--- src/hdl/enable_gen_consts.svh ---
/*
 * Enable generator constants
 * Counter width, register offsets and control bit positions
 */
`ifndef ENABLE_GEN_CONSTS_SVH
`define ENABLE_GEN_CONSTS_SVH

// Width shared by the count, the period and both thresholds
`define EG_COUNTER_WIDTH 16

// Byte offsets inside the 16-byte register window
`define EG_REG_CTRL   4'h0
`define EG_REG_PERIOD 4'h4
`define EG_REG_THR1   4'h8
`define EG_REG_THR2   4'hC

// Control word bits
`define EG_CTRL_ENABLE 0
`define EG_CTRL_EXT_TB 1

`endif
--- src/hdl/enable_gen_pkg.sv ---
/*
 * Enable generator package
 * Count and bus word types, AXI-lite response codes
 */
`include "enable_gen_consts.svh"

package enable_gen_pkg;

    // Timebase count, period and threshold values
    typedef logic [`EG_COUNTER_WIDTH-1:0] count_t;

    // One AXI-lite data or address word
    typedef logic [31:0] reg_word_t;

    // Only the two responses the register bank can give
    typedef enum logic [1:0] {
        RESP_OKAY   = 2'b00,
        RESP_SLVERR = 2'b10
    } axil_resp_t;

endpackage

--- src/hdl/enable_generator.sv ---
/*
 * Enable generator top level
 * Register bank, timebase counter and two enable comparators
 */
`timescale 1ns/1ps

module enable_generator #(
    parameter enable_gen_pkg::reg_word_t BASE_ADDRESS = '0
) (
    input  logic                       clock,
    input  logic                       rst_n,
    input  enable_gen_pkg::reg_word_t  awaddr,
    input  logic                       awvalid,
    output logic                       awready,
    input  enable_gen_pkg::reg_word_t  wdata,
    input  logic                       wvalid,
    output logic                       wready,
    output enable_gen_pkg::axil_resp_t bresp,
    output logic                       bvalid,
    input  logic                       bready,
    input  enable_gen_pkg::reg_word_t  araddr,
    input  logic                       arvalid,
    output logic                       arready,
    output enable_gen_pkg::reg_word_t  rdata,
    output enable_gen_pkg::axil_resp_t rresp,
    output logic                       rvalid,
    input  logic                       rready,
    input  logic                       ext_timebase,
    input  logic                       gen_enable_in,
    output logic                       enable_out_1,
    output logic                       enable_out_2
);
    import enable_gen_pkg::*;

    logic   enable_bit;
    logic   ext_tb_select;
    logic   gen_enable;
    logic   advance;
    count_t period;
    count_t threshold_1;
    count_t threshold_2;
    count_t count;

    // Either the control register or the pin can run the generator
    assign gen_enable = enable_bit | gen_enable_in;

    axil_register_bank #(
        .BASE_ADDRESS(BASE_ADDRESS)
    ) regs (
        .clock(clock),
        .rst_n(rst_n),
        .awaddr(awaddr),
        .awvalid(awvalid),
        .awready(awready),
        .wdata(wdata),
        .wvalid(wvalid),
        .wready(wready),
        .bresp(bresp),
        .bvalid(bvalid),
        .bready(bready),
        .araddr(araddr),
        .arvalid(arvalid),
        .arready(arready),
        .rdata(rdata),
        .rresp(rresp),
        .rvalid(rvalid),
        .rready(rready),
        .enable_bit(enable_bit),
        .ext_tb_select(ext_tb_select),
        .period(period),
        .threshold_1(threshold_1),
        .threshold_2(threshold_2)
    );

    timebase_counter counter (
        .clock(clock),
        .rst_n(rst_n),
        .ext_timebase(ext_timebase),
        .ext_tb_select(ext_tb_select),
        .gen_enable(gen_enable),
        .period(period),
        .count(count),
        .advance(advance)
    );

    enable_comparator comparator_1 (
        .clock(clock),
        .rst_n(rst_n),
        .advance(advance),
        .count(count),
        .threshold(threshold_1),
        .enable_out(enable_out_1)
    );

    enable_comparator comparator_2 (
        .clock(clock),
        .rst_n(rst_n),
        .advance(advance),
        .count(count),
        .threshold(threshold_2),
        .enable_out(enable_out_2)
    );

endmodule

--- src/hdl/enable_comparator.sv ---
/*
 * Enable comparator
 * One-cycle enable pulse when a freshly advanced count matches the threshold
 */
`timescale 1ns/1ps

module enable_comparator (
    input  logic                   clock,
    input  logic                   rst_n,
    input  logic                   advance,
    input  enable_gen_pkg::count_t count,
    input  enable_gen_pkg::count_t threshold,
    output logic                   enable_out
);
    import enable_gen_pkg::*;

    logic hit;

    // Gating with advance keeps a slow external timebase from holding the output high
    assign hit = advance && (count == threshold);

    always_ff @(posedge clock or negedge rst_n) begin
        if (!rst_n) begin
            enable_out <= 1'b0;
        end else begin
            enable_out <= hit;
        end
    end

    // Back-to-back pulses need the count to sit at 0 on every edge,
    // which only a zero period does
    single_pulse: assert property (@(posedge clock) disable iff (!rst_n)
        enable_out && $past(enable_out) && $past(threshold, 2) == $past(threshold)
        |-> $past(count) == count_t'(0));

endmodule

--- src/hdl/timebase_counter.sv ---
/*
 * Timebase counter
 * Wrapping period counter driven by the clock or a synchronized external timebase
 */
`timescale 1ns/1ps

module timebase_counter (
    input  logic                   clock,
    input  logic                   rst_n,
    input  logic                   ext_timebase,
    input  logic                   ext_tb_select,
    input  logic                   gen_enable,
    input  enable_gen_pkg::count_t period,
    output enable_gen_pkg::count_t count,
    output logic                   advance
);
    import enable_gen_pkg::*;

    logic   sync_0;
    logic   sync_1;
    logic   sync_2;
    logic   tick;
    count_t next_count;

    // Two flops for metastability, the third one only finds the rising edge
    always_ff @(posedge clock or negedge rst_n) begin
        if (!rst_n) begin
            sync_0 <= 1'b0;
            sync_1 <= 1'b0;
            sync_2 <= 1'b0;
        end else begin
            sync_0 <= ext_timebase;
            sync_1 <= sync_0;
            sync_2 <= sync_1;
        end
    end

    assign tick = ext_tb_select ? (sync_1 && !sync_2) : 1'b1;
    assign next_count = (count == period) ? '0 : count + 1'b1;

    // Advance marks the cycle right after the count was stepped by a tick
    always_ff @(posedge clock or negedge rst_n) begin
        if (!rst_n) begin
            count <= '0;
            advance <= 1'b0;
        end else if (!gen_enable) begin
            count <= '0;
            advance <= 1'b0;
        end else begin
            advance <= tick;
            if (tick) begin
                count <= next_count;
            end
        end
    end

    count_in_range: assert property (@(posedge clock) disable iff (!rst_n)
        gen_enable && $stable(period) && $past(count) <= $past(period) |-> count <= period);

endmodule

--- src/hdl/axil_register_bank.sv ---
/*
 * AXI-lite register bank
 * Holds the control, period and threshold registers of the enable generator
 */
`timescale 1ns/1ps
`include "enable_gen_consts.svh"

module axil_register_bank #(
    parameter enable_gen_pkg::reg_word_t BASE_ADDRESS = '0
) (
    input  logic                       clock,
    input  logic                       rst_n,
    input  enable_gen_pkg::reg_word_t  awaddr,
    input  logic                       awvalid,
    output logic                       awready,
    input  enable_gen_pkg::reg_word_t  wdata,
    input  logic                       wvalid,
    output logic                       wready,
    output enable_gen_pkg::axil_resp_t bresp,
    output logic                       bvalid,
    input  logic                       bready,
    input  enable_gen_pkg::reg_word_t  araddr,
    input  logic                       arvalid,
    output logic                       arready,
    output enable_gen_pkg::reg_word_t  rdata,
    output enable_gen_pkg::axil_resp_t rresp,
    output logic                       rvalid,
    input  logic                       rready,
    output logic                       enable_bit,
    output logic                       ext_tb_select,
    output enable_gen_pkg::count_t     period,
    output enable_gen_pkg::count_t     threshold_1,
    output enable_gen_pkg::count_t     threshold_2
);
    import enable_gen_pkg::*;

    localparam int PAD_BITS = 32 - `EG_COUNTER_WIDTH;

    logic      write_ready;
    logic      write_fire;
    logic      write_hit;
    logic      read_fire;
    logic      read_hit;
    reg_word_t ctrl_word;
    reg_word_t read_word;

    assign awready = write_ready;
    assign wready = write_ready;

    // Address and data are taken together, so one ready serves both channels
    assign write_fire = write_ready && awvalid && wvalid;
    assign read_fire = arready && arvalid;

    assign write_hit = (awaddr[31:4] == BASE_ADDRESS[31:4]) && (awaddr[1:0] == 2'b00);
    assign read_hit = (araddr[31:4] == BASE_ADDRESS[31:4]) && (araddr[1:0] == 2'b00);

    always_comb begin
        ctrl_word = '0;
        ctrl_word[`EG_CTRL_ENABLE] = enable_bit;
        ctrl_word[`EG_CTRL_EXT_TB] = ext_tb_select;
    end

    // Word offsets 0, 4, 8 and C cover the whole window, alignment is the only miss
    always_comb begin
        case (araddr[3:0])
            `EG_REG_CTRL:   read_word = ctrl_word;
            `EG_REG_PERIOD: read_word = {{PAD_BITS{1'b0}}, period};
            `EG_REG_THR1:   read_word = {{PAD_BITS{1'b0}}, threshold_1};
            `EG_REG_THR2:   read_word = {{PAD_BITS{1'b0}}, threshold_2};
            default:        read_word = '0;
        endcase
    end

    always_ff @(posedge clock or negedge rst_n) begin
        if (!rst_n) begin
            write_ready <= 1'b0;
            bvalid <= 1'b0;
            enable_bit <= 1'b0;
            ext_tb_select <= 1'b0;
            period <= '0;
            threshold_1 <= '0;
            threshold_2 <= '0;
        end else begin
            // A new write is only offered once the previous response has gone
            write_ready <= awvalid && wvalid && !write_ready && !bvalid;
            if (write_fire) begin
                bvalid <= 1'b1;
                if (write_hit) begin
                    case (awaddr[3:0])
                        `EG_REG_CTRL: begin
                            enable_bit <= wdata[`EG_CTRL_ENABLE];
                            ext_tb_select <= wdata[`EG_CTRL_EXT_TB];
                        end
                        `EG_REG_PERIOD: period <= wdata[`EG_COUNTER_WIDTH-1:0];
                        `EG_REG_THR1:   threshold_1 <= wdata[`EG_COUNTER_WIDTH-1:0];
                        `EG_REG_THR2:   threshold_2 <= wdata[`EG_COUNTER_WIDTH-1:0];
                        default:        ;
                    endcase
                end
            end else if (bvalid && bready) begin
                bvalid <= 1'b0;
            end
        end
    end

    always_ff @(posedge clock or negedge rst_n) begin
        if (!rst_n) begin
            arready <= 1'b0;
            rvalid <= 1'b0;
        end else begin
            arready <= arvalid && !arready && !rvalid;
            if (read_fire) begin
                rvalid <= 1'b1;
            end else if (rvalid && rready) begin
                rvalid <= 1'b0;
            end
        end
    end

    always_ff @(posedge clock) begin
        if (write_fire) begin
            bresp <= write_hit ? RESP_OKAY : RESP_SLVERR;
        end
        if (read_fire) begin
            rdata <= read_hit ? read_word : '0;
            rresp <= read_hit ? RESP_OKAY : RESP_SLVERR;
        end
    end

    // Responses stay put while the master holds off
    bvalid_held: assert property (@(posedge clock) disable iff (!rst_n)
        bvalid && !bready |=> bvalid && $stable(bresp));

    rvalid_held: assert property (@(posedge clock) disable iff (!rst_n)
        rvalid && !rready |=> rvalid && $stable(rdata) && $stable(rresp));

endmodule

--- config.mk ---
export PLATFORM = sky130hd
export DESIGN_NAME = enable_generator
export DESIGN_NICKNAME = d
export VERILOG_FILES = /design/src/hdl/enable_gen_pkg.sv /design/src/hdl/enable_generator.sv /design/src/hdl/enable_comparator.sv /design/src/hdl/timebase_counter.sv /design/src/hdl/axil_register_bank.sv
export VERILOG_INCLUDE_DIRS = /design/src /design/src/hdl
export SDC_FILE = /design/constraint.sdc
export NUM_CORES = 1
export LEC_CHECK = 0
export ABC_AREA = 1
export BUFFER_PORTS_ARGS = -buffer_cell sky130_fd_sc_hd__buf_2
export CELL_PAD_IN_SITES_DETAIL_PLACEMENT = 1
export CELL_PAD_IN_SITES_GLOBAL_PLACEMENT = 1
export CORE_UTILIZATION = 38
export DETAILED_ROUTE_END_ITERATION = 8
export PLACE_DENSITY = 0.9
export SETUP_SLACK_MARGIN = 0.05
export SYNTH_ARGS = -nofsm -noshare
export SYNTH_HDL_FRONTEND = slang
export SYNTH_SLANG_ARGS = --single-unit
--- constraint.sdc ---
create_clock -name clock -period 1.9 [get_ports clock]
set_input_delay 0 -clock clock [delete_from_list [all_inputs] [get_ports clock]]
set_output_delay 0 -clock clock [all_outputs]
set_load 0.005 [all_outputs]
==> run metrics, run 1 <==
outcome complete, no violations; WL/cell between 15 and 20 um; Least-Margin Pin Slew roughly 740 ps; XOR/XNOR share of the synthesized area 0.0322; HPWL Detailed 13600 um; number of synthesized flops with an enable pin 18; Power Density 658 nW/um^2; Tmin final 1720 ps; HP Class input port to flop; Core Util, Final 0.473; Tcrit/Tclk final 0.903; Top Usage Layer GRT met2; Max Fclk 583 MHz; Required @ worst endpoint 2150 ps; first-pass GRT wire length slightly above 30000 um; FF-to-FF Start regs.awready; die width 125 um; final WL 18700 um; DR iter-0 viols slightly above 300; startpoint class of the critical path flop; layout cells sized above 1 0.178; setup bufs post-CTS 0; Placer Congestion 0.919; Mapped Cells 801; DIE HEIGHT ~120 um; # diodes 0; # nets final 1040; largest family of logic cells by synthesized area simple AND/OR/NAND/NOR gates; CP Launch Point regs.awready; Initial Util 0.391; vias in the first global route ~6000; RSZ-0062 raised after global routing false; predominant post-synthesis flop cell dfrtp_1; area share of and/or/nand/nor cells after synthesis 0.317; mux contribution to synthesized area 0; via count 5656; Clk Latency, worst-skew pair 350 ps; Post-DRT Antenna Nets 0; Synth Area per Inst 7.13 um^2; pins over their slew limit 0; GR Util met2 0.435; drt drc 0; Peak VDD IR 0.000339 V; clock tree root driver cell clkbuf_16; CTS max path bufs 2; # setup viols final 0; I/O pin count 148; pre-CTS setup slack 141 ps; complex-gate fraction of the synthesized area 0.0559; Max Fanout on Critical Path 10; CTS clock-pin slew for the worst setup and hold paths 70 ps; TritonCTS Sinks 94; synthesized flop and latch total 94; Critical Path End Type flop; initial antenna violation count 0; leak pwr 3.73 nW; Via density 5.04; TritonRoute pass-1 iters 5; mapped cell area 5710 um^2; Setup WS post-layout 184 ps; Post-Synth Adder-Cell Area 0.00219; Max Cap Violations 0; CTS Buf Count 9; Setup CP Type flop to flop; Final Hold Fails 0; Worst Hold Launch wdata[4]; crit path DAT 1960 ps; Total Routing Usage GR 0.251; register area share after synthesis 0.428; H-tree depth 3; GR Util met1 0.310; met3 Resource Use GR 0.0365; commonest non-fill, non-tap cell in the layout nand2_1; core box area 14600 um^2; fin area between 6000 and 7000 um^2; Rel. slew slack 0.506; die area between 15000 and 20000 um^2; Clock Skews 6.07 ps; Sum Neg Setup Slack 0 ps; commonest cells after routing, fill and taps aside nand2_1, inv_1, buf_2; synth unique cells 30; CTS tree done; area post-placement 6420 um^2; PortBufs ~110; largest net degree at the start of global routing 46; Ys Warns 0; Area Overhead vs Synth 20.8%; row cnt 44; Post-synth ARST share 0.809; hold slack 6.72 ps; gr ovfl total 0
-- path summary, 6_finish.rpt --
check | end | slack, ps | depth (start not counted)
max in group asynchronous | counter.count[1] | 1140 | 3
max reg2reg | regs.period[1] | 180 | 8
min in group asynchronous | regs.period[1] | 140 | 2
max | regs.period[1] | 180 | 8
min | regs.threshold_2[4] | 7 | 5
min reg2reg | counter.sync_1 | 350 | 0
-- metal layers --
| layer | part of all wire | vias up | wire [um] |
|---|---|---|---|
| met2 | 0.50 | 164 | 9430 |
| met1 | 0.43 | 2772 | 7940 |
| li1 | - | 2686 | - |
| met5 | 0 | - | 0 |
| met3 | 0.042 | 34 | 785 |
| met4 | 0.028 | 0 | 522 |
-- cells by family (layout without fill, tap and decap cells) --
| logic type | count (synthesis) | in the layout |
|---|---|---|
| simple gates | 423 | 423 |
| buf+inv | 207 | 328 |
| flops | 94 | 94 |
| compound gates | 54 | 54 |
| xor+xnor | 21 | 21 |
| fa+ha+maj | 1 | 1 |
| other cells | 1 | 18 |
-- flip-flops by register name (all words and copies together), names as in the netlist, 16 cells and up --
name	count
regs.period	16
regs.threshold_1	16
regs.rdata	16
counter.count	16
regs.threshold_2	16
-- cell type report --
cell class                 count  area, um^2
sequential                    94        2450
multi-input combinational    517        2400
clock buffer                  12         256
clock inverter                 4        21.3
fill                        1896        7690
inverter                     158         593
timing repair buffer         154         948
tap                          184         230
-- stage by stage --
| stage | cells | power [mW] |
|---|---|---|
| 2_1_floorplan | 818 | 2.56 |
| 3_3_place_gp | 1088 | 2.76 |
| 3_5_place_dp | 1088 | 2.79 |
| 4_1_cts | 1123 | 4.56 |
| 5_1_grt | 1123 | 4.71 |
| 6_report | 1123 | 4.54 |
-- synthesized netlist by cell type, types with 3 or more instances --
cell        n  share of area
nand2_1   238           0.16
inv_1     156           0.10
nand3_1    85          0.075
dfrtp_1    76           0.33
nor2_1     73          0.048
buf_4      30          0.039
o22ai_1    25          0.027
edfxtp_1   18          0.095
a21oi_1    17          0.015
xor2_1     15          0.023
buf_2      12          0.011
nor4_1      7         0.0077
nor3_1      6         0.0053
o21ai_0     6         0.0053
xnor2_1     6         0.0092
buf_6       4         0.0079
nand4_1     4         0.0044
o211ai_1    4         0.0053
clkbuf_1    3         0.0020
nand2_4     3         0.0059
-- worst max-delay path: stages (launching register included) --
cell and delay, ps:
dfrtp_1 420, nand3_2 170, inv_1 130, nand2_1 100, nor2_4 250, buf_4 250, nand3_1 130, nand2_1 100
inv_1 50
-- power by group --
part / leakage (nW) / switching (mW) / internal, mW / total (mW)
Clock: 0.136 / 0.779 / 0.951 / 1.73
Sequential: 0.949 / 0.125 / 2.12 / 2.25
Combinational: 2.64 / 0.323 / 0.241 / 0.564
-- what timing repair did --
item | 4_1_cts | 5_1_grt
resized for setup | 0 | 7
setup endpoints to repair | 0 | 16
hold endpoints to repair | 59 | 0
hold buffers | 19 | 0
Note: power is estimated with default switching activity, not from simulation.
==> inputs of run 2 (changes only) <==
--- a/config.mk
+++ b/config.mk
@@ -8,9 +8,8 @@
 export LEC_CHECK = 0
 export ABC_AREA = 1
 export BUFFER_PORTS_ARGS = -buffer_cell sky130_fd_sc_hd__buf_2
-export CELL_PAD_IN_SITES_DETAIL_PLACEMENT = 1
-export CELL_PAD_IN_SITES_GLOBAL_PLACEMENT = 1
-export CORE_UTILIZATION = 38
+export CORE_MARGIN = 2
+export CORE_UTILIZATION = 54
 export DETAILED_ROUTE_END_ITERATION = 8
 export PLACE_DENSITY = 0.9
 export SETUP_SLACK_MARGIN = 0.05
==> run 2 against run 1 <==
Against the previous run: first-iteration DRC count up 100%; global-route usage up 4.7 points; sequential cell count unchanged; hold slack gained 23 ps; wire length shrank 14%; clock power shrank 13%; worst setup slack improved by 4.5 ps.
==> run metrics, run 2 (synthesis gave the netlist of run 1 again) <==
outcome complete, no violations; HPWL Detailed between 10000 and 15000 um; CP most frequent cell nand2_1; Cells after DPL 1037; vias in the first global route 5486; RSZ-0062 raised after global routing false; Worst Hold Launch awaddr[2]; FF-to-FF Start counter.count[1]; Placer Congestion 1.01; Clk Latency, worst-skew pair 380 ps; Sum Neg Setup Slack 0 ps; Final Power 4.29 mW; I/O pin count between 100 and 150; # diodes 0; HP Class input port to flop; via count 5775; Hold Buf Count CTS 24; core box area between 10000 and 15000 um^2; DR iter-0 viols approximately 620; FF-to-FF End counter.count[14]; TritonRoute pass-1 iters 7; commonest non-fill, non-tap cell in the layout nand2_1; r2r setup slk 190 ps; commonest cells after routing, fill and taps aside nand2_1, inv_1, buf_2; CP max stage cell dfrtp_1; largest net degree at the start of global routing 42; pins over their slew limit 0; Layout Cells excl Fill 1077; Tcrit/Tclk final 0.901; Clock Skews approximately 13 ps; Least-Margin Pin Slew 655 ps; row cnt 37; Hold EP regs.threshold_1[5]; crit path DAT 1980 ps; Required @ worst endpoint about 2200 ps; CTS tree done; leak pwr 3.72 nW; TritonCTS Sinks 94; final WL 16100 um; CTS Buf Count 9; pre-CTS setup slack 240 ps; Initial Util 0.555; Max Cap Violations 0; Total Routing Usage GR 0.298; Peak VDD IR roughly 0.00036 V; DIE HEIGHT 107 um; Final Hold Fails 0; Area Overhead vs Synth 19.2%; die area roughly 11000 um^2; startpoint class of the critical path flop; Via density 5.36; setup bufs post-CTS 0; hold path cells 5; CTS resizes 0; Setup WS post-layout about 190 ps; layout cells sized above 1 0.167; PortBufs roughly 110; initial antenna violation count 0; R2R depth 10; worst-path cell chain ha_1 -> nand3_1 -> inv_1 -> nand2_1 -> inv_1 -> nand2_1 -> nand2_1 -> nand2_1 -> nand3_1 -> nand2_1; drt drc 0; Post-DRT Antenna Nets 0; gr ovfl total 0; first-pass GRT wire length between 20000 and 30000 um; CTS max path bufs 2; slowest cell delay on critical path roughly 550 ps; # nets final 1042; clock tree root driver cell clkbuf_8; Rel. slew slack 0.563; Setup CP Type flop to flop; # setup viols final 0; Critical Path End Type flop; WL/cell 14.9 um; die width 107 um; Power Density 630 nW/um^2; Max Fclk 584 MHz; Max Fanout on Critical Path 9; CTS clock-pin slew for the worst setup and hold paths 90 ps; Tmin final 1710 ps; H-tree depth 3
==> run 2: changes by cell type in the layout (fill, tap and decap cells not counted), sizes merged <==
cell and change:
dlygate4sd3 +5, bufinv +2, clkbuf -1, buf -3, clkinv -2, inv +1
==> run 2: final cells by class <==
type                    instances  area, um^2
inverters                     158         593
fillers                       850        3470
clock inverters                 5        85.1
repair buffers                156         988
clock buffers                  11         131
multi-input cells             517        2390
well taps                     136         170
flip-flops and latches         94        2440
==> run 2: report_power, final <==
group          total [mW]  internal [mW]  switching (mW)
Sequential           2.22           2.11           0.108
Combinational       0.566          0.250           0.316
Clock                1.50          0.750           0.750
==> run 2: how the worst max path moves through the flow <==
stage	startpoint	to	cells after the start
final	counter.count[1]	counter.count[14]	10
after CTS	counter.count[1]	counter.count[14]	9
after floorplan	regs.awready	regs.period[0]	8
after detailed placement	counter.count[1]	counter.count[14]	10
after global routing	counter.count[4]	counter.count[13]	9
after global placement	counter.count[1]	counter.count[14]	10
==> run 2: per-stage QoR <==
| stage | hold slack (ps) | utilization | instance area (um^2) |
|---|---|---|---|
| 4_1_cts | 14.5 | 0.662 | 6810 |
| 3_5_place_dp | 38.7 | 0.618 | 6350 |
| 3_3_place_gp | 25.4 | 0.618 | 6350 |
| 2_1_floorplan | -296 | - | 5770 |
| 5_1_grt | 37.7 | 0.662 | 6810 |
| 6_report | 29.8 | 0.662 | 6810 |
==> run 2: routing by layer <==
| layer | wire, um | vias to the layer above | global-route usage |
|---|---|---|---|
| met3 | 1620 | 62 | 0.0602 |
| met2 | 7620 | 359 | 0.493 |
| li1 | - | 2693 | - |
| met5 | 0 | - | 0 |
| met4 | 832 | 0 | 0.159 |
| met1 | 5980 | 2661 | 0.368 |
==> run 2: critical path: cells and delay by family, from the launching register on <==
family | cells | cell delay, ps
adder cells (fa/ha/maj) | 1 | 250
flip-flops | 1 | 550
buffers and inverters | 2 | 250
AND/OR/NAND/NOR | 7 | 570
==> inputs of run 3 (changes only) <==
--- a/config.mk
+++ b/config.mk
@@ -6,12 +6,11 @@
 export SDC_FILE = /design/constraint.sdc
 export NUM_CORES = 1
 export LEC_CHECK = 0
-export ABC_AREA = 1
 export BUFFER_PORTS_ARGS = -buffer_cell sky130_fd_sc_hd__buf_2
 export CORE_MARGIN = 2
-export CORE_UTILIZATION = 54
+export CORE_UTILIZATION = 52
 export DETAILED_ROUTE_END_ITERATION = 8
-export PLACE_DENSITY = 0.9
+export PLACE_DENSITY = 0.89
 export SETUP_SLACK_MARGIN = 0.05
 export SYNTH_ARGS = -nofsm -noshare
 export SYNTH_HDL_FRONTEND = slang
==> constraint.sdc (replaced) <==
create_clock -name clock -period 1.9 [get_ports clock]
set_input_delay 0 -clock clock [delete_from_list [all_inputs] [get_ports clock]]
set_output_delay 0 -clock clock [all_outputs]
set_load 0.1 [all_outputs]
==> run 3 against run 2 <==
Against the previous run: global-route usage down 3.1 points; maximum frequency down 9.6%; core utilization up 1.0 points; hold slack better by 17 ps; sequential cell count unchanged; non-clock buffer count up 13; wire length down 16%; synthesized cell count down 46%; critical path depth down 3; worst setup slack worse by 180 ps; total power down 5.9%; sequential power down 6%.
==> run metrics, run 3 <==
# setup viols final 0; top cell type's share of synthesized area 0.385; HP Class input port to flop; slowest cell delay on critical path 430 ps; Final Power around 4 mW; Worst Hold Launch awaddr[3]; startpoint class of the critical path flop; Final Hold Fails 0; Least-Margin Pin Slew 1370 ps; commonest non-fill, non-tap cell in the layout buf_2; Required @ worst endpoint 2170 ps; Post-synth top cells dfrtp_1, mux2_2, xnor2_1, xor2_1, buf_4; Setup CP Type flop to flop; CP Buf/Inv Count 2; largest net degree at the start of global routing 29; CP max stage cell dfrtp_1; leak pwr 3.03 nW; drt drc 0; commonest cells after routing, fill and taps aside buf_2, dfrtp_1, mux2_2; Placer Congestion 0.916; via count 4122; WL/cell 19.0 um; area post-placement 5730 um^2; Clock Skews 16.4 ps; # nets final 681; synth unique cells 46; most numerous cell in the Yosys netlist dfrtp_1; Mapped Cells roughly 430; row cnt 35; FF-to-FF Start regs.period[11]; die width around 100 um; hold path cells 3; die area 10300 um^2; Post-synth ARST share 0.809; Setup WS post-layout 7.08 ps; pre-CTS setup slack 94.7 ps; HPWL Detailed 9510 um; CTS max path bufs 2; I/O pin count about 150; Hold EP regs.enable_bit; clock tree root driver cell clkbuf_8; CTS tree done; Rel. slew slack 0.0819; PortBufs 113; Clk Latency, worst-skew pair about 390 ps; # diodes 0; CTS clock-pin slew for the worst setup and hold paths 100 ps; Filler cells 653; layout cells sized above 1 0.414; R2R depth 7; first-pass GRT wire length 20400 um; Total Routing Usage GR 0.267; Via density 5.81; Post-DRT Antenna Nets 0; vias in the first global route 4128; gr ovfl total 0; r2r setup slk approximately 7.1 ps; pins over their slew limit 0; synth top area cells dfrtp_1, mux2_2, edfxtp_1; Power Density 649 nW/um^2; TritonCTS Sinks 94; predominant post-synthesis flop cell dfrtp_1; initial antenna violation count 0; DR iter-0 viols 392; Area Overhead vs Synth 25.8%; DIE HEIGHT 101 um; fin area between 6000 and 7000 um^2; FF-to-FF End counter.count[10]; Tcrit/Tclk final 0.996; Max Cap Violations 0; CP most frequent cell buf_6; mapped cell area 4940 um^2; Sum Neg Setup Slack 0 ps; synthesized flop and latch total 94; Max Fanout on Critical Path 20; TritonRoute pass-1 iters 5; Ys Warns 0; cell family with most CP delay simple AND/OR/NAND/NOR gates; Tmin final 1890 ps; number of synthesized flops with an enable pin 18; worst-path cell chain xor2_1 -> nor4_2 -> nand4_1 -> buf_6 -> nand2_1 -> buf_6 -> o31ai_1; Max Fclk 528 MHz; Peak VDD IR 0.000664 V; Critical Path End Type flop; cell accounting for the most synthesized area dfrtp_1; crit path DAT approximately 2200 ps; H-tree depth 3; final WL 13500 um; Synth Area per Inst 11.5 um^2; outcome complete, no violations; core box area 9240 um^2; Initial Util 0.535; CTS Buf Count 9; register area share after synthesis 0.494
## run 3: cell types whose count changed after synthesis, moves of 15 or more
cell and delta:
a21oi_1 -15, clkbuf_1 +16, inv_1 -143, mux2_2 +62
nand2_1 -224, nand3_1 -74, nor2_1 -55, o22ai_1 -18
xnor2_1 +18
## run 3: area by class of cell
class | count | area [um^2] | share of cell area
flip-flops and latches | 94 | 2450 | 0.394
multi-input cells | 288 | 2250 | 0.363
repair buffers | 169 | 1100 | 0.178
well taps | 129 | 161 | 0.0260
clock buffers | 9 | 124 | 0.0199
clock inverters | 7 | 73.8 | 0.0119
inverters | 13 | 48.8 | 0.00785
## run 3: where the power goes
group	switching, mW	internal [mW]
sequential	0.0124	2.08
combinational	0.472	0.144
clock	0.805	0.518
## run 3: per-stage QoR
stage                     utilization  instances  hold WS (ps)
after floorplan                     -        446          -296
after global placement          0.620        668         -19.8
after detailed placement        0.620        668         -9.27
after CTS                       0.668        708          34.9
after global routing            0.673        709          38.1
final                           0.673        709          47.0
## run 3: how the worst max path moves through the flow
stage | startpoint | end | depth (start not counted)
after global routing | regs.period[11] | counter.count[6] | 7
after global placement | counter.count[15] | counter.count[11] | 7
final | regs.period[11] | counter.count[10] | 7
after detailed placement | araddr[2] | regs.rdata[2] | 4
after floorplan | regs.awready | regs.threshold_1[10] | 6
after CTS | regs.period[10] | counter.count[10] | 7
## run 3: metal layers
metal  track usage  share of wire  vias up
met2         0.463           0.50      288
met5             0              0        -
met4         0.102          0.035        0
li1              -              -     1816
met3        0.0801          0.097       46
met1         0.313           0.37     1972
## run 3: repair_timing
action	CTS	global route
endpoints found under the hold margin	131	0
resized for setup	0	8
endpoints found under the setup margin	0	16
hold buffers	24	0
buffers inserted	0	1
## run 3: cell families (layout without fill, tap and decap cells)
kind of cell	Yosys count	count (layout)	share of synthesized area
AOI/OAI and AO/OA	46	46	0.0631
xor gates and xnor gates	48	48	0.0851
adders and majority gates	1	1	0.00253
buffers and inverters	64	198	0.0676
DFF	94	94	0.494
muxes	68	68	0.161
other	1	18	0.000759
and+or+nand+nor	107	107	0.126
## run 3: worst min-delay path, delay by kind of cell
family | cells | cell delay [ps]
simple gates | 1 | 140
mux | 1 | 140
buf+inv | 1 | 110
